### config.mk
export PLATFORM = sky130hd
export DESIGN_NAME = gemm_issue_top
export DESIGN_NICKNAME = d
export VERILOG_FILES = /design/src/gemm_pkg.sv /design/src/gemm_apb_regs.sv /design/src/fu_gemm.sv /design/src/gemm_op_fifo.sv /design/src/gemm_issue_top.sv
export SDC_FILE = /design/constraint.sdc
export NUM_CORES = 1
export LEC_CHECK = 0
export BUFFER_PORTS_ARGS = -buffer_cell sky130_fd_sc_hd__clkbuf_2
export CAP_MARGIN = 20
export CORE_MARGIN = 3
export CORE_UTILIZATION = 61
export CTS_CLUSTER_SIZE = 24
export DETAILED_ROUTE_END_ITERATION = 10
export GPL_TIMING_DRIVEN = 0
export HOLD_SLACK_MARGIN = 0.12
export PLACE_DENSITY = 0.85
export SLEW_MARGIN = 20
export SYNTH_ARGS = -nofsm -noshare
export SYNTH_HDL_FRONTEND = slang
export SYNTH_SLANG_ARGS = --single-unit
### constraint.sdc
create_clock -name CLK -period 9 [get_ports CLK]
set_clock_uncertainty 0.2 [all_clocks]
set_input_delay 0.45 -clock CLK [delete_from_list [all_inputs] [get_ports CLK]]
set_output_delay 0.45 -clock CLK [all_outputs]
set_load 0.005 [all_outputs]
### src/gemm_pkg.sv
// ----------------------------------------------------------
// shared types, opcodes and APB register map for the GEMM
// issue front end; referenced by scoped names only
// ----------------------------------------------------------
package gemm_pkg;

    // basic vector types
    typedef logic [3:0]  mreg_idx_t;    // matrix register index
    typedef logic [31:0] instr_t;       // raw instruction word
    typedef logic [6:0]  opcode_t;
    typedef logic [7:0]  apb_addr_t;
    typedef logic [7:0]  fifo_count_t;  // queue fill level

    // matrix opcodes
    localparam opcode_t OPC_GEMM    = 7'h2B;
    localparam opcode_t OPC_STORE_M = 7'h27;

    // APB register offsets
    localparam apb_addr_t REG_CTRL   = 8'h00;  // bit0 freeze, bit1 flush pulse
    localparam apb_addr_t REG_INSTR  = 8'h04;  // write only
    localparam apb_addr_t REG_STATUS = 8'h08;  // count, full, empty
    localparam apb_addr_t REG_OP     = 8'h0C;  // read pops the queue

    // one decoded GEMM; declared msb first so rs1 ends up in the low bits
    typedef struct packed {
        logic      new_weights;
        mreg_idx_t rd;
        mreg_idx_t rs3;
        mreg_idx_t rs2;
        mreg_idx_t rs1;          // weights register
    } gemm_op_t;

    // APB request from the master
    typedef struct packed {
        apb_addr_t   paddr;
        logic        psel;
        logic        penable;
        logic        pwrite;
        logic [31:0] pwdata;
    } apb_req_t;

    // APB response back to the master
    typedef struct packed {
        logic [31:0] prdata;
        logic        pready;
        logic        pslverr;
    } apb_rsp_t;

    // register block to functional unit
    typedef struct packed {
        logic   valid;   // one cycle per instruction
        instr_t word;
        logic   flush;   // one cycle, also empties the queue
    } issue_req_t;

    // functional unit back to register block
    typedef struct packed {
        logic done;
        logic reject;
    } issue_rsp_t;

    // instruction write sequencing in the register block
    typedef enum logic [1:0] {
        IDLE,
        ISSUE_WAIT,
        RESP
    } regs_state_t;

endpackage

### src/gemm_apb_regs.sv
// ----------------------------------------------------------
// APB slave for the GEMM front end; forwards instruction
// writes to the unit, holds freeze and pops the op queue
// ----------------------------------------------------------
`timescale 1ns/1ps

module gemm_apb_regs (
    input  logic                  CLK,
    input  logic                  nRST,
    input  gemm_pkg::apb_req_t    apb_req,
    output gemm_pkg::apb_rsp_t    apb_rsp,
    output gemm_pkg::issue_req_t  issue_req,
    input  gemm_pkg::issue_rsp_t  issue_rsp,
    input  gemm_pkg::gemm_op_t    head_op,
    input  gemm_pkg::fifo_count_t count,
    input  logic                  full,
    input  logic                  empty,
    output logic                  pop,
    output logic                  freeze
);

    localparam int OP_PAD = 32 - $bits(gemm_pkg::gemm_op_t);

    gemm_pkg::regs_state_t state, next_state;

    logic access;
    logic idle_access;
    logic sel_ctrl, sel_instr, sel_status, sel_op;
    logic bad_access;
    logic instr_write;
    logic ctrl_write;

    assign access      = apb_req.psel && apb_req.penable;
    assign idle_access = access && (state == gemm_pkg::IDLE);

    assign sel_ctrl   = (apb_req.paddr == gemm_pkg::REG_CTRL);
    assign sel_instr  = (apb_req.paddr == gemm_pkg::REG_INSTR);
    assign sel_status = (apb_req.paddr == gemm_pkg::REG_STATUS);
    assign sel_op     = (apb_req.paddr == gemm_pkg::REG_OP);

    // unknown offset, write to a read-only reg, or read of REG_INSTR
    assign bad_access = !(sel_ctrl || sel_instr || sel_status || sel_op)
                      || (apb_req.pwrite && (sel_status || sel_op))
                      || (!apb_req.pwrite && sel_instr);

    assign instr_write = idle_access && sel_instr && apb_req.pwrite;
    assign ctrl_write  = idle_access && sel_ctrl && apb_req.pwrite;

    // issue strobe on the first access cycle only
    assign issue_req.valid = instr_write;
    assign issue_req.word  = apb_req.pwdata;
    assign issue_req.flush = ctrl_write && apb_req.pwdata[1];

    assign pop = idle_access && sel_op && !apb_req.pwrite && !empty;

    always_ff @(posedge CLK, negedge nRST) begin
        if (!nRST) begin
            freeze <= 1'b0;
        end else if (ctrl_write) begin
            freeze <= apb_req.pwdata[0];
        end
    end

    always_ff @(posedge CLK, negedge nRST) begin
        if (!nRST) begin
            state <= gemm_pkg::IDLE;
        end else begin
            state <= next_state;
        end
    end

    always_comb begin
        next_state = state;
        case (state)
            gemm_pkg::IDLE: begin
                if (instr_write) next_state = gemm_pkg::ISSUE_WAIT;
            end
            gemm_pkg::ISSUE_WAIT: begin
                if (issue_rsp.done) next_state = gemm_pkg::RESP;
            end
            gemm_pkg::RESP: begin
                // let the master leave the access phase first
                if (!access) next_state = gemm_pkg::IDLE;
            end
            default: next_state = gemm_pkg::IDLE;
        endcase
    end

    // response and read data
    always_comb begin
        apb_rsp = '0;
        case (state)
            gemm_pkg::IDLE: begin
                if (access && !instr_write) begin  // single-cycle accesses
                    apb_rsp.pready = 1'b1;
                    if (bad_access) begin
                        apb_rsp.pslverr = 1'b1;
                    end else if (!apb_req.pwrite) begin
                        if (sel_ctrl) begin
                            apb_rsp.prdata = {31'b0, freeze};
                        end else if (sel_status) begin
                            apb_rsp.prdata = {22'b0, empty, full, count};
                        end else if (sel_op) begin
                            if (empty) begin
                                apb_rsp.pslverr = 1'b1;  // nothing to pop
                            end else begin
                                apb_rsp.prdata = {{OP_PAD{1'b0}}, head_op};
                            end
                        end
                    end
                end
            end
            gemm_pkg::ISSUE_WAIT: begin
                apb_rsp.pready  = issue_rsp.done;
                apb_rsp.pslverr = issue_rsp.done && issue_rsp.reject;
            end
            default: apb_rsp = '0;
        endcase
    end

    // unit answers only while the FSM waits for it
    a_done_in_wait: assert property (@(posedge CLK) disable iff (!nRST)
        issue_rsp.done == (state == gemm_pkg::ISSUE_WAIT))
        else $error("unit response outside ISSUE_WAIT or missing in it");

endmodule

### src/fu_gemm.sv
// ----------------------------------------------------------
// GEMM functional unit; decodes matrix instructions, applies
// accept/reject and tracks whether the weights must reload
// ----------------------------------------------------------
`timescale 1ns/1ps

module fu_gemm (
    input  logic                 CLK,
    input  logic                 nRST,
    input  gemm_pkg::issue_req_t issue_req,
    input  logic                 freeze,
    input  logic                 fifo_full,
    output gemm_pkg::issue_rsp_t issue_rsp,
    output logic                 push,
    output gemm_pkg::gemm_op_t   op
);

    gemm_pkg::opcode_t   opcode;
    gemm_pkg::mreg_idx_t rs1, rs2, rs3, rd;
    gemm_pkg::mreg_idx_t prev_rs1;   // weights reg of last accepted GEMM

    logic is_gemm, is_store;
    logic reject;
    logic accept_gemm, accept_store;
    logic new_weights;
    logic prev_valid;                // prev_rs1 holds a real GEMM
    logic weights_dirty;             // store hit prev_rs1 since then

    // field slicing
    assign opcode = issue_req.word[6:0];
    assign rs1    = issue_req.word[10:7];
    assign rs2    = issue_req.word[14:11];
    assign rs3    = issue_req.word[18:15];
    assign rd     = issue_req.word[22:19];

    assign is_gemm  = (opcode == gemm_pkg::OPC_GEMM);
    assign is_store = (opcode == gemm_pkg::OPC_STORE_M);

    assign reject = freeze
                  || !(is_gemm || is_store)
                  || (is_gemm && fifo_full);   // queue has no room

    assign accept_gemm  = issue_req.valid && is_gemm && !reject;
    assign accept_store = issue_req.valid && is_store && !reject;

    // reload when nothing is loaded, the weights reg changed, or it was overwritten
    assign new_weights = !prev_valid || (rs1 != prev_rs1) || weights_dirty;

    always_ff @(posedge CLK, negedge nRST) begin
        if (!nRST) begin
            issue_rsp <= '0;
            push      <= 1'b0;
        end else begin
            issue_rsp.done   <= issue_req.valid;
            issue_rsp.reject <= issue_req.valid && reject;
            push             <= accept_gemm;
        end
    end

    // decoded op, only meaningful while push is high
    always_ff @(posedge CLK) begin
        if (accept_gemm) begin
            op.rs1         <= rs1;
            op.rs2         <= rs2;
            op.rs3         <= rs3;
            op.rd          <= rd;
            op.new_weights <= new_weights;
        end
    end

    // weights tracking
    always_ff @(posedge CLK, negedge nRST) begin
        if (!nRST) begin
            prev_rs1      <= '0;
            prev_valid    <= 1'b0;
            weights_dirty <= 1'b0;
        end else if (issue_req.flush) begin
            prev_rs1      <= '0;
            prev_valid    <= 1'b0;
            weights_dirty <= 1'b0;
        end else if (accept_gemm) begin
            prev_rs1      <= rs1;
            prev_valid    <= 1'b1;
            weights_dirty <= 1'b0;       // array now holds rs1 again
        end else if (accept_store && prev_valid && (rd == prev_rs1)) begin
            weights_dirty <= 1'b1;
        end
    end

    // valid is a single-cycle strobe per instruction
    a_single_strobe: assert property (@(posedge CLK) disable iff (!nRST)
        issue_req.valid |=> !issue_req.valid)
        else $error("issue valid held for more than one cycle");

endmodule

### src/gemm_op_fifo.sv
// ----------------------------------------------------------
// circular queue of decoded GEMM ops between the unit and
// the APB read port; FIFO_DEPTH must be a power of two >= 2
// ----------------------------------------------------------
`timescale 1ns/1ps

module gemm_op_fifo #(
    parameter int unsigned FIFO_DEPTH = 4
) (
    input  logic                  CLK,
    input  logic                  nRST,
    input  logic                  flush,
    input  logic                  push,
    input  gemm_pkg::gemm_op_t    op_in,
    input  logic                  pop,
    output gemm_pkg::gemm_op_t    head_op,
    output gemm_pkg::fifo_count_t count,
    output logic                  full,
    output logic                  empty
);

    localparam int PTR_W = $clog2(FIFO_DEPTH);

    gemm_pkg::gemm_op_t mem [FIFO_DEPTH];

    logic [PTR_W-1:0] wr_ptr;
    logic [PTR_W-1:0] rd_ptr;
    logic             do_push;
    logic             do_pop;

    assign full  = (count == gemm_pkg::fifo_count_t'(FIFO_DEPTH));
    assign empty = (count == '0);

    assign do_push = push && !full;
    assign do_pop  = pop && !empty;

    assign head_op = mem[rd_ptr];

    always_ff @(posedge CLK) begin
        if (do_push) begin
            mem[wr_ptr] <= op_in;
        end
    end

    // pointers wrap naturally at a power-of-two depth
    always_ff @(posedge CLK, negedge nRST) begin
        if (!nRST) begin
            wr_ptr <= '0;
            rd_ptr <= '0;
            count  <= '0;
        end else if (flush) begin
            wr_ptr <= '0;
            rd_ptr <= '0;
            count  <= '0;
        end else begin
            if (do_push) wr_ptr <= wr_ptr + 1'b1;
            if (do_pop)  rd_ptr <= rd_ptr + 1'b1;
            case ({do_push, do_pop})
                2'b10:   count <= count + 1'b1;
                2'b01:   count <= count - 1'b1;
                default: count <= count;       // both or neither
            endcase
        end
    end

    // upstream reject and pslverr paths must keep these from happening
    a_no_push_full: assert property (@(posedge CLK) disable iff (!nRST)
        push |-> !full)
        else $error("push while queue full");

    a_no_pop_empty: assert property (@(posedge CLK) disable iff (!nRST)
        pop |-> !empty)
        else $error("pop while queue empty");

endmodule

### src/gemm_issue_top.sv
// ----------------------------------------------------------
// top of the GEMM issue front end: APB register block, the
// functional unit and the op queue; the bus is the only port
// ----------------------------------------------------------
`timescale 1ns/1ps

module gemm_issue_top #(
    parameter int unsigned FIFO_DEPTH = 4
) (
    input  logic               CLK,
    input  logic               nRST,
    input  gemm_pkg::apb_req_t apb_req,
    output gemm_pkg::apb_rsp_t apb_rsp
);

    gemm_pkg::issue_req_t  issue_req;
    gemm_pkg::issue_rsp_t  issue_rsp;
    gemm_pkg::gemm_op_t    push_op;
    gemm_pkg::gemm_op_t    head_op;
    gemm_pkg::fifo_count_t count;

    logic push, pop;
    logic full, empty;
    logic freeze;

    gemm_apb_regs i_gemm_apb_regs (
        .CLK       (CLK),
        .nRST      (nRST),
        .apb_req   (apb_req),
        .apb_rsp   (apb_rsp),
        .issue_req (issue_req),
        .issue_rsp (issue_rsp),
        .head_op   (head_op),
        .count     (count),
        .full      (full),
        .empty     (empty),
        .pop       (pop),
        .freeze    (freeze)
    );

    fu_gemm i_fu_gemm (
        .CLK       (CLK),
        .nRST      (nRST),
        .issue_req (issue_req),
        .freeze    (freeze),
        .fifo_full (full),
        .issue_rsp (issue_rsp),
        .push      (push),
        .op        (push_op)
    );

    gemm_op_fifo #(
        .FIFO_DEPTH (FIFO_DEPTH)
    ) i_gemm_op_fifo (
        .CLK     (CLK),
        .nRST    (nRST),
        .flush   (issue_req.flush),   // same pulse clears unit tracking
        .push    (push),
        .op_in   (push_op),
        .pop     (pop),
        .head_op (head_op),
        .count   (count),
        .full    (full),
        .empty   (empty)
    );

endmodule

== Word level (Yosys, flattened, before mapping) ==
Memory sizes are Yosys's and may differ from the RTL's.
Index checks and enable logic that the tools add are counted.
Operators by class
  add/sub/neg operators: 4
  equal/unequal tests: 15
  multiplexer cells: 34
  reduce and logical (&&, ||, !) cells: 52
Operators by type and width (number)
  two-way mux 32 bit: 6
  two-way mux 34 bit: 1
  logical AND 1 bit: 24
  two-way mux 17 bit: 1
  equality test 8 x 3 -> 1 bit (second input constant): 2
  equality test 8 x 4 -> 1 bit (second input constant): 2
  zero test 8 bit: 2
  one-hot mux 8 bit (2 select lines): 1
  equality test 7 x 6 -> 1 bit (second input constant): 2
  two-way mux 2 bit: 7
  two-way mux 1 bit: 13
  logical OR 1 bit: 11
  adder 8 x 1 -> 8 bit (second input constant): 1
  zero test 1 bit: 8
  two-way mux 4 bit: 2
  two-way mux 8 bit: 1
  subtractor 8 x 1 -> 8 bit (second input constant): 1
  one-hot mux 2 bit (3 select lines): 1
  nonzero test 2 bit: 3
  nonzero test 3 bit: 2
  adder 2 x 1 -> 2 bit (second input constant): 2
  equality test 2 x 1 -> 1 bit (second input constant): 2
  equality test 2 bit (second input constant): 2
  equality test 4 bit: 1
  6 further kinds: 7
Word-level totals
  register bits after elaboration: 41
  memory bits (writable): 68
  input port bits: 45
  memories kept: 1
Memories
  i_gemm_op_fifo.mem: words 4, bits a word 17, read ports 1, clocked after Yosys merged registers in 0, wr ports 1, RTL line gemm_op_fifo.sv:24  | gemm_pkg::gemm_op_t mem [FIFO_DEPTH];

== Longest topological paths before layout ==
Gate-level depths: netlist (run 1).
  depth after elaboration: 12
  depth in mapped cells: 14
  gate-level depth less buffers: 12

== By module ==
Synthesis (run 1) repeated with hierarchy kept, for this count alone.
Second synthesis, totals
  cell total of the unflattened synthesis: 385
  area total of the unflattened synthesis: 5420.2 um2
Modules (own cells, without submodules)
  gemm_op_fifo: times used 1, cells each 186, area an instance 3367.0 um2, sequential area each 2342.2 um2
  gemm_apb_regs: times used 1, cells each 134, area an instance 1049.8 um2, sequential area each 75.1 um2
  fu_gemm: times used 1, cells each 65, area an instance 1003.5 um2, sequential area each 735.7 um2

== Least setup slack after synthesis (run 1) ==
Ideal clock, no wire load.
  path type: input -> register
  start: input apb_req[42] in the netlist's numbering
  end: register i_gemm_op_fifo.count[4]
  library setup time: 0.066 ns
  arrival time: 3.408 ns
  path slack: 5.326 ns
  stages on the path: 13
  path through: or4_4 nor3_1 nand3_1 inv_1 ha_1 buf_1 xor2_1 ha_1 and3b_1 o21ai_0 or3_1 a211o_1 nand2_1
On the way
  cells in the longest elaborated chain, start to end: 8
  elaborated cells on any way between the ends: 14
  those cells by class: eq/ne (3); mux (2); reduce/logical (9)
RTL lines
  start, declared: RTL line gemm_issue_top.sv:12  | input gemm_pkg::apb_req_t apb_req,
  equality test 8 x 4 -> 1 bit: RTL line gemm_apb_regs.sv:39  | assign sel_op = (apb_req.paddr == gemm_pkg::REG_OP);
  logical AND 1 bit (3 in series): RTL line gemm_apb_regs.sv:54  | assign pop = idle_access && sel_op && !apb_req.pwrite && !empty;
  logical AND 1 bit: RTL line gemm_op_fifo.sv:35  | assign do_pop = pop && !empty;
  equality test 2 x 1 -> 1 bit or equality test 2 bit (tied branches): RTL line gemm_op_fifo.sv:58  | case ({do_push, do_pop})
  one-hot mux 8 bit (2 select lines): RTL line gemm_op_fifo.sv:58
  two-way mux 8 bit: RTL line gemm_op_fifo.sv:51  | end else if (flush) begin
  end signal, assigned: RTL line gemm_op_fifo.sv:59  | 2'b10: count <= count + 1'b1;
  end signal, assigned: RTL line gemm_op_fifo.sv:60  | 2'b01: count <= count - 1'b1;
  end signal, assigned: RTL line gemm_op_fifo.sv:61  | default: count <= count;
  end, declared: RTL line gemm_op_fifo.sv:17  | output gemm_pkg::fifo_count_t count,
Several ways; a longest one is shown, not always the timed one.
A chain may end at the register's enable or synchronous reset.

== Worst setup path in the final report (run 1) ==
  start: register i_gemm_op_fifo.count[3]
  end: register i_gemm_op_fifo.count[4]
On the way
  cells in the longest elaborated chain, start to end: 7
  elaborated cells on any way between the ends: 14
  those cells by class: add/sub (2); eq/ne (3); mux (2); reduce/logical (7)
RTL lines
  branches (longest 7 deep; another with subtractor 8 x 1 -> 8 bit)
Several ways; the timed one is not identified.

==> impl_results.md, run 1 <==
* Status: completed
* Cell with the most instances on the worst path: ha_1
* P&R area growth vs syn at 16.5%
* Mapped Cells at between 300 and 400
* Vias per cell at about 5.7
* Post-route cell area at 5880 um2
* Antenna violations before repair at 0
* Top-count cell post-synth: edfxtp_1
* Placer Congestion at 0.827
* Synth top cells by count: edfxtp_1 (85), nor2_1 (25), dfrtp_1 (24)
* Routed len/inst at approximately 18 um
* Row cnt at 32
* Maximum clock insertion buffer count at 2
* Antenna cells at 0
* P_leak at around 2.3 nW
* Post-synth ARST share at 0.220
* Storage cell area at 3150 um2
* IR drop worst, VDD at a little over 0.00008 V
* Die height at between 90 and 100 um
* Final ANT Viol Nets at 0
* Post-synthesis simple-gate area fraction at 0.124
* Adder-cell share of the synthesized area at 0.0174
* FF-to-FF Start: i_gemm_op_fifo.count[3]
* Reg2reg path depth at 14
* Setup crit end: i_gemm_op_fifo.count[4]
* Worst path slowest cell: nor4_2
* CP top delay family: simple AND/OR/NAND/NOR gates
* Gr ovfl total at 0
* Cell Chain, Critical Path: clkbuf_1 -> nor4_2 -> nand3_1 -> and2_1 -> inv_1 -> ha_1 -> buf_1 -> xor2_1 -> ha_1 -> and3b_1 -> o21ai_0 -> or3_1 -> a211o_1 -> nand2_1
* Layout cells sized above 1 at 0.267
* Levels on crit path at 14
* Fin nets at between 500 and 600
* Fin crit share at 0.473
* Seq cells post-synth at ~110
* Worst setup SP type: flop
* Routed vias at roughly 3.2k
* DIE WIDTH at ~97 um
* Final setup viols at 0
* Tot GR Track Use at 0.226
* Worst-skew pair later-pin latency at 0.38 ns
* Hold Crit Class: in2reg
* Iteration-0 DRC Markers at 222
* Cell Pwr Density at roughly 150 nW/um2
* TritonCTS clock tree: done
* Setup TNS at 0 ns
* Iteration count of the initial detailed-routing pass at 4
* CP Capture Type: flop
* Syn Area/Cell at between 10 and 15 um2
* Die area at between 9000 and 10,000 um2
* Yosys warns at 0
* Non-filler instance count after layout at 556
* Multi-input gate area at 1670 um2
* Fill cells at 512
* Post-Route WL at around 9.9 mm
* I/O pin cnt at 79
* Seq/Total Area, Yosys at 0.625
* Largest net degree at the start of global routing at 25
* Largest family of logic cells by synthesized area: simple AND/OR/NAND/NOR gates
* DP Wirelength at 6.89 mm
* Min Tclk post-route at 4.25 ns
* Register-to-register setup slack at around 4.7 ns
* Post-synthesis cell area at about 5000 um2
* Worst R2R End: i_gemm_op_fifo.count[4]
* Clock sinks at between 100 and 150
* First-pass GRT wire length at ~16 mm
* CP startpoint: i_gemm_op_fifo.count[3]
* Netlist cell types at 62
* Fmax at ~240 MHz
* Slew HR at 0.381
* Area fraction of the dominant cell type after synthesis at 0.506
* WP buf/inv at 3
* Synth top area cells: edfxtp_1 (51%), dfrtp_1 (12%), mux4_2 (7.6%), buf_4 (2.2%), nor2_1 (1.9%)
* Worst Path Max Fanout at 10
* Number of synthesized flops with an enable pin at 85
* Maxcap violations at 0
* Vias in the first global route at 3,339
* Setup Buffers After CTS at 0
* Final Hold Vio Count at 0
* I/O Buffers at 54
* CTS buffer count at 9
* H-tree Lvls at 3
* RSZ-0062 raised after global routing: no
* Xor/xnor share of the synthesized area at 0.0243
* Placed cell count at roughly 520
* Residual DRC count at 0
* Starting Density at 0.640
* Core Area at just under 8000 um2
* Final Max Tran Viols at 0
* Placed inst area at approximately 5500 um2
* CTS clk-pin slew, worst paths at 0.12 ns
* Cell taking the most area after synthesis: edfxtp_1
* Main synth FF type: edfxtp_1
* Crit path kind: reg2reg
* WP data arrival at around 4.4 ns
* Compound-Gate Fraction of Synth Area at 0.0603
* Worst path required time at just over 9 ns
* Clock root cell: clkbuf_8
* Slew at the pin with the worst max-slew slack at just over 0.9 ns
* Mux cell area share after synthesis at 0.0940
* Critical Path Max Stage Delay at ~0.56 ns
==> metal layers <==
layer  vias to the layer above  global-route usage  part of all wire  wire [um]
li1                       1490                   -                 -          -
met1                      1564               0.287              0.40       3910
met2                       124               0.383              0.52       5140
met3                        14              0.0461             0.065        643
met4                         0              0.0864             0.018        181
met5                         -                   0                 0          0
==> cell usage in the layout, fill, tap and decap left out, drive strengths merged, types with 5 or more instances in the layout <==
cell type    count
nor2b            9
clkbuf          76
nor3             8
nand4            5
ha               7
buf             20
o21ai            6
dfrtp           24
nand2           14
nor4             5
nor2            25
xor2            10
inv             20
dlygate4sd3     18
conb            15
mux4            17
nand3            6
mux2i            5
a21oi           12
edfxtp          85
and3             5
a22oi            8
==> sequential cells by signal, indices dropped and copies added (netlist names) <==
register	count
i_fu_gemm.issue_rsp	2
i_fu_gemm.op	17
i_fu_gemm.prev_rs1	4
i_fu_gemm.prev_valid	1
i_fu_gemm.push	1
i_fu_gemm.weights_dirty	1
i_gemm_apb_regs.freeze	1
i_gemm_apb_regs.state	2
i_gemm_op_fifo.count	8
i_gemm_op_fifo.mem	68
i_gemm_op_fifo.rd_ptr	2
i_gemm_op_fifo.wr_ptr	2
==> worst min-delay path by stage <==
| stage | from | to | slack, ns | cells after the start |
|---|---|---|---|---|
| after global routing | apb_req[33] | i_gemm_apb_regs.state[1] | 0.14 | 3 |
| after CTS | apb_req[33] | i_gemm_apb_regs.state[1] | 0.13 | 3 |
| after detailed placement | i_fu_gemm.op[2] | i_gemm_op_fifo.mem[0][2] | 0.28 | 0 |
| final | apb_req[33] | i_gemm_apb_regs.state[1] | 0.15 | 3 |
| after floorplan | nRST | i_fu_gemm.issue_rsp[0] | -0.05 | 0 |
| after global placement | i_fu_gemm.op[16] | i_gemm_op_fifo.mem[3][16] | 0.27 | 0 |
==> stage by stage <==
step	power (mW)	setup slack [ns]	hold slack, ns	util
2_1_floorplan	0.569	5.33	-0.0456	-
3_3_place_gp	0.583	4.73	0.268	0.697
3_5_place_dp	0.584	4.67	0.283	0.697
4_1_cts	0.876	4.80	0.129	0.745
5_1_grt	0.901	4.40	0.141	0.745
6_report	0.870	4.75	0.149	0.745
==> logic make-up after synthesis <==
group | after synthesis
multiplexers | 25
flip-flops | 109
buffers and inverters | 50
XOR/XNOR | 14
adder cells (fa/ha/maj) | 7
AO/OA/AOI/OAI | 45
other | 1
AND/OR/NAND/NOR | 101
==> cell type report <==
cell class | count | share of cell area
clock buffers | 9 | 0.0211
well taps | 102 | 0.0217
plain buffers | 33 | 0.0358
multi-input cells | 207 | 0.284
flip-flops and latches | 109 | 0.537
inverters | 17 | 0.0109
repair buffers | 72 | 0.0766
clock inverters | 7 | 0.0132
==> where the power goes <==
| part | internal [mW] | leakage (nW) | switching (mW) |
|---|---|---|---|
| registers | 0.538 | 1.09 | 0.000672 |
| clock network | 0.110 | 0.103 | 0.180 |
| logic | 0.0222 | 1.10 | 0.0190 |
==> worst reg2reg max path: stages, from the launching register on <==
cell and delay [ns]:
dfrtp_1 0.38, clkbuf_1 0.21, nor4_2 0.56, nand3_1 0.38, and2_1 0.32, inv_1 0.11
ha_1 0.22, buf_1 0.40, xor2_1 0.20, ha_1 0.25, and3b_1 0.17, o21ai_0 0.11
or3_1 0.37, a211o_1 0.26, nand2_1 0.06
==> repair_timing <==
| action | in CTS | in global routing |
|---|---|---|
| hold buffers | 18 | 0 |
| resized for setup | 0 | 0 |
| endpoints found under the hold margin | 42 | 0 |
Note: power is estimated with default switching activity, not from simulation.
==> run 2: changes to the inputs <==
--- a/config.mk
+++ b/config.mk
@@ -8,12 +8,12 @@
 export BUFFER_PORTS_ARGS = -buffer_cell sky130_fd_sc_hd__clkbuf_2
 export CAP_MARGIN = 20
 export CORE_MARGIN = 3
-export CORE_UTILIZATION = 61
+export CORE_UTILIZATION = 57
 export CTS_CLUSTER_SIZE = 24
 export DETAILED_ROUTE_END_ITERATION = 10
 export GPL_TIMING_DRIVEN = 0
 export HOLD_SLACK_MARGIN = 0.12
-export PLACE_DENSITY = 0.85
+export PLACE_DENSITY = 0.8
 export SLEW_MARGIN = 20
 export SYNTH_ARGS = -nofsm -noshare
 export SYNTH_HDL_FRONTEND = slang
==> constraint.sdc (replaced) <==
create_clock -name CLK -period 4.03 [get_ports CLK]
set_clock_uncertainty 0.2 [all_clocks]
set_input_delay 0.2015 -clock CLK [delete_from_list [all_inputs] [get_ports CLK]]
set_output_delay 0.2015 -clock CLK [all_outputs]
set_load 0.005 [all_outputs]
==> impl_results.md, run 2 (synthesized netlist as in run 1, its figures left out) <==
* Status: completed
* Tot GR Track Use at 0.209
* Largest net degree at the start of global routing at 25
* WP buf/inv at 3
* Largest register FFs at 68
* Placer Congestion at between 0.8 and 0.9
* I/O pin cnt at just under 80
* Layout cells sized above 1 at 0.273
* Commonest non-fill, non-tap cell in the layout: edfxtp_1
* Final Max Tran Viols at 0
* IR drop worst, VDD at between 0.0002 and 0.00025 V
* Cell with the most instances on the worst path: ha_1
* Slew at the pin with the worst max-slew slack at between 0.9 and 1 ns
* Worst Path Max Fanout at 10
* Reg2reg path depth at 14
* DP Wirelength at approximately 6.6 mm
* Vias per cell at approximately 5.7
* Hold EP: i_gemm_apb_regs.state[0]
* Cell Chain, Critical Path: clkbuf_1 -> nor4_4 -> nand3_4 -> and2_1 -> inv_1 -> ha_1 -> buf_2 -> xor2_1 -> ha_1 -> and3b_1 -> o21ai_0 -> or3_1 -> a211o_1 -> nand2_1
* CTS clk-pin slew, worst paths at 0.11 ns
* Min Tclk post-route at 3.81 ns
* Final Hold Vio Count at 0
* CTS buffer count at 9
* Worst setup SP type: flop
* Clock sinks at between 100 and 150
* WP data arrival at 3.91 ns
* Gr ovfl total at 0
* Worst R2R End: i_gemm_op_fifo.count[4]
* Antenna violations before repair at 0
* I/O Buffers at 54
* Final ANT Viol Nets at 0
* CP Capture Type: flop
* Die height at approximately 100 um
* Cell Pwr Density at between 300 and 400 nW/um2
* Routed len/inst at between 15 and 20 um
* Worst-skew pair later-pin latency at 0.36 ns
* FF-to-FF Start: i_gemm_op_fifo.count[4]
* Row cnt at 33
* Slew HR at 0.382
* H-tree Lvls at 3
* Placed cell count at between 500 and 600
* Iteration-0 DRC Markers at 181
* Final setup viols at 0
* Worst path required time at between 4 and 5 ns
* RSZ-0062 raised after global routing: no
* Antenna cells at 0
* Iteration count of the initial detailed-routing pass at 5
* Most frequent cells in the layout: edfxtp_1 (85), clkbuf_2 (54), dlygate4sd3_1 (28), nor2_1 (25), dfrtp_1 (24)
* Starting Density at 0.599
* Non-filler instance count after layout at 571
* P_leak at around 2.4 nW
* Post-Route WL at slightly below 10 mm
* Crit path kind: reg2reg
* Maxcap violations at 0
* Biggest register: i_gemm_op_fifo.mem
* Core Area at 8420 um2
* Residual DRC count at 0
* Largest registers: i_gemm_op_fifo.mem x68, i_fu_gemm.op x17, i_gemm_op_fifo.count x8
* Clock root cell: clkbuf_8
* DIE WIDTH at 100 um
* P&R area growth vs syn at 19.6%
* Fin nets at around 500
* Vias in the first global route at between 3k and 4k
* Fin crit share at 0.946
* Maximum clock insertion buffer count at 2
* Die area at roughly 10,000 um2
* Total Power at a little under 2 mW
* Worst path slowest cell: nor4_4
* Routed vias at around 3.3k
* Register-to-register setup slack at roughly 0.22 ns
* TritonCTS clock tree: done
* Critical Path Max Stage Delay at roughly 0.47 ns
* First-pass GRT wire length at roughly 16 mm
* Fmax at roughly 260 MHz
* Hold path depth at 5
* Worst hold start: apb_req[38]
* Hold Crit Class: in2reg
* CP top delay family: simple AND/OR/NAND/NOR gates
[run 2: tightest hold or removal path, delay by kind of cell]
family | cells | cell delay (ns)
simple gates | 3 | 0.26
buf+inv | 1 | 0.11
compound gates | 1 | 0.11
[run 2: power by group]
group	internal, mW	switching (mW)
Clock	0.298	0.373
Sequential	1.20	0.00156
Combinational	0.0529	0.0431
[run 2: how the worst max path moves through the flow]
stage | from | end | slack [ns] | cells after the start
after detailed placement | i_gemm_op_fifo.count[3] | i_gemm_op_fifo.count[4] | -0.16 | 14
final | i_gemm_op_fifo.count[4] | i_gemm_op_fifo.count[4] | 0.22 | 14
after global routing | i_gemm_op_fifo.count[4] | i_gemm_op_fifo.count[4] | 0.04 | 14
after global placement | i_gemm_op_fifo.count[3] | i_gemm_op_fifo.count[4] | -0.04 | 14
after CTS | apb_req[35] | i_gemm_op_fifo.count[4] | 0.05 | 15
after floorplan | i_gemm_op_fifo.count[3] | i_gemm_op_fifo.count[4] | 0.42 | 14
[run 2: layout make-up]
cell class                      instances  area (um2)
Sequential cell                       109        3150
Fill cell                             571        2390
Multi-Input combinational cell        207        1700
Timing Repair Buffer                   84         566
Buffer                                 33         211
Tap cell                              105         131
Clock buffer                            9         124
Clock inverter                          7        81.3
Inverter                               17        63.8
[run 2: stage by stage]
stage	utilization	area [um2]	setup WS, ns	TNS, ns	hold WS, ns
finish	0.716	6030	0.218	0	0.161
global route	0.716	6030	0.0372	0	0.188
detailed placement	0.653	5500	-0.163	-0.247	0.0554
CTS	0.712	5990	0.0466	0	0.147
floorplan	-	5100	0.423	0	-0.294
global placement	0.653	5500	-0.0430	-0.0430	0.0578
[run 2: timing repair]
| action | 4_1_cts | 5_1_grt |
|---|---|---|
| pin swaps | 0 | 2 |
| hold buffers | 28 | 0 |
| gates resized for setup | 2 | 4 |
| setup buffers | 0 | 2 |
| endpoints found under the hold margin | 50 | 0 |
| cloned | 0 | 0 |
| setup endpoints to repair | 2 | 2 |
[run 2: metal layers]
| layer | GRT usage | up-vias | wire length (um) |
|---|---|---|---|
| met5 | 0 | - | 0 |
| li1 | - | 1517 | - |
| met1 | 0.274 | 1588 | 4040 |
| met2 | 0.354 | 142 | 4990 |
| met3 | 0.0459 | 20 | 661 |
| met4 | 0.0601 | 0 | 150 |
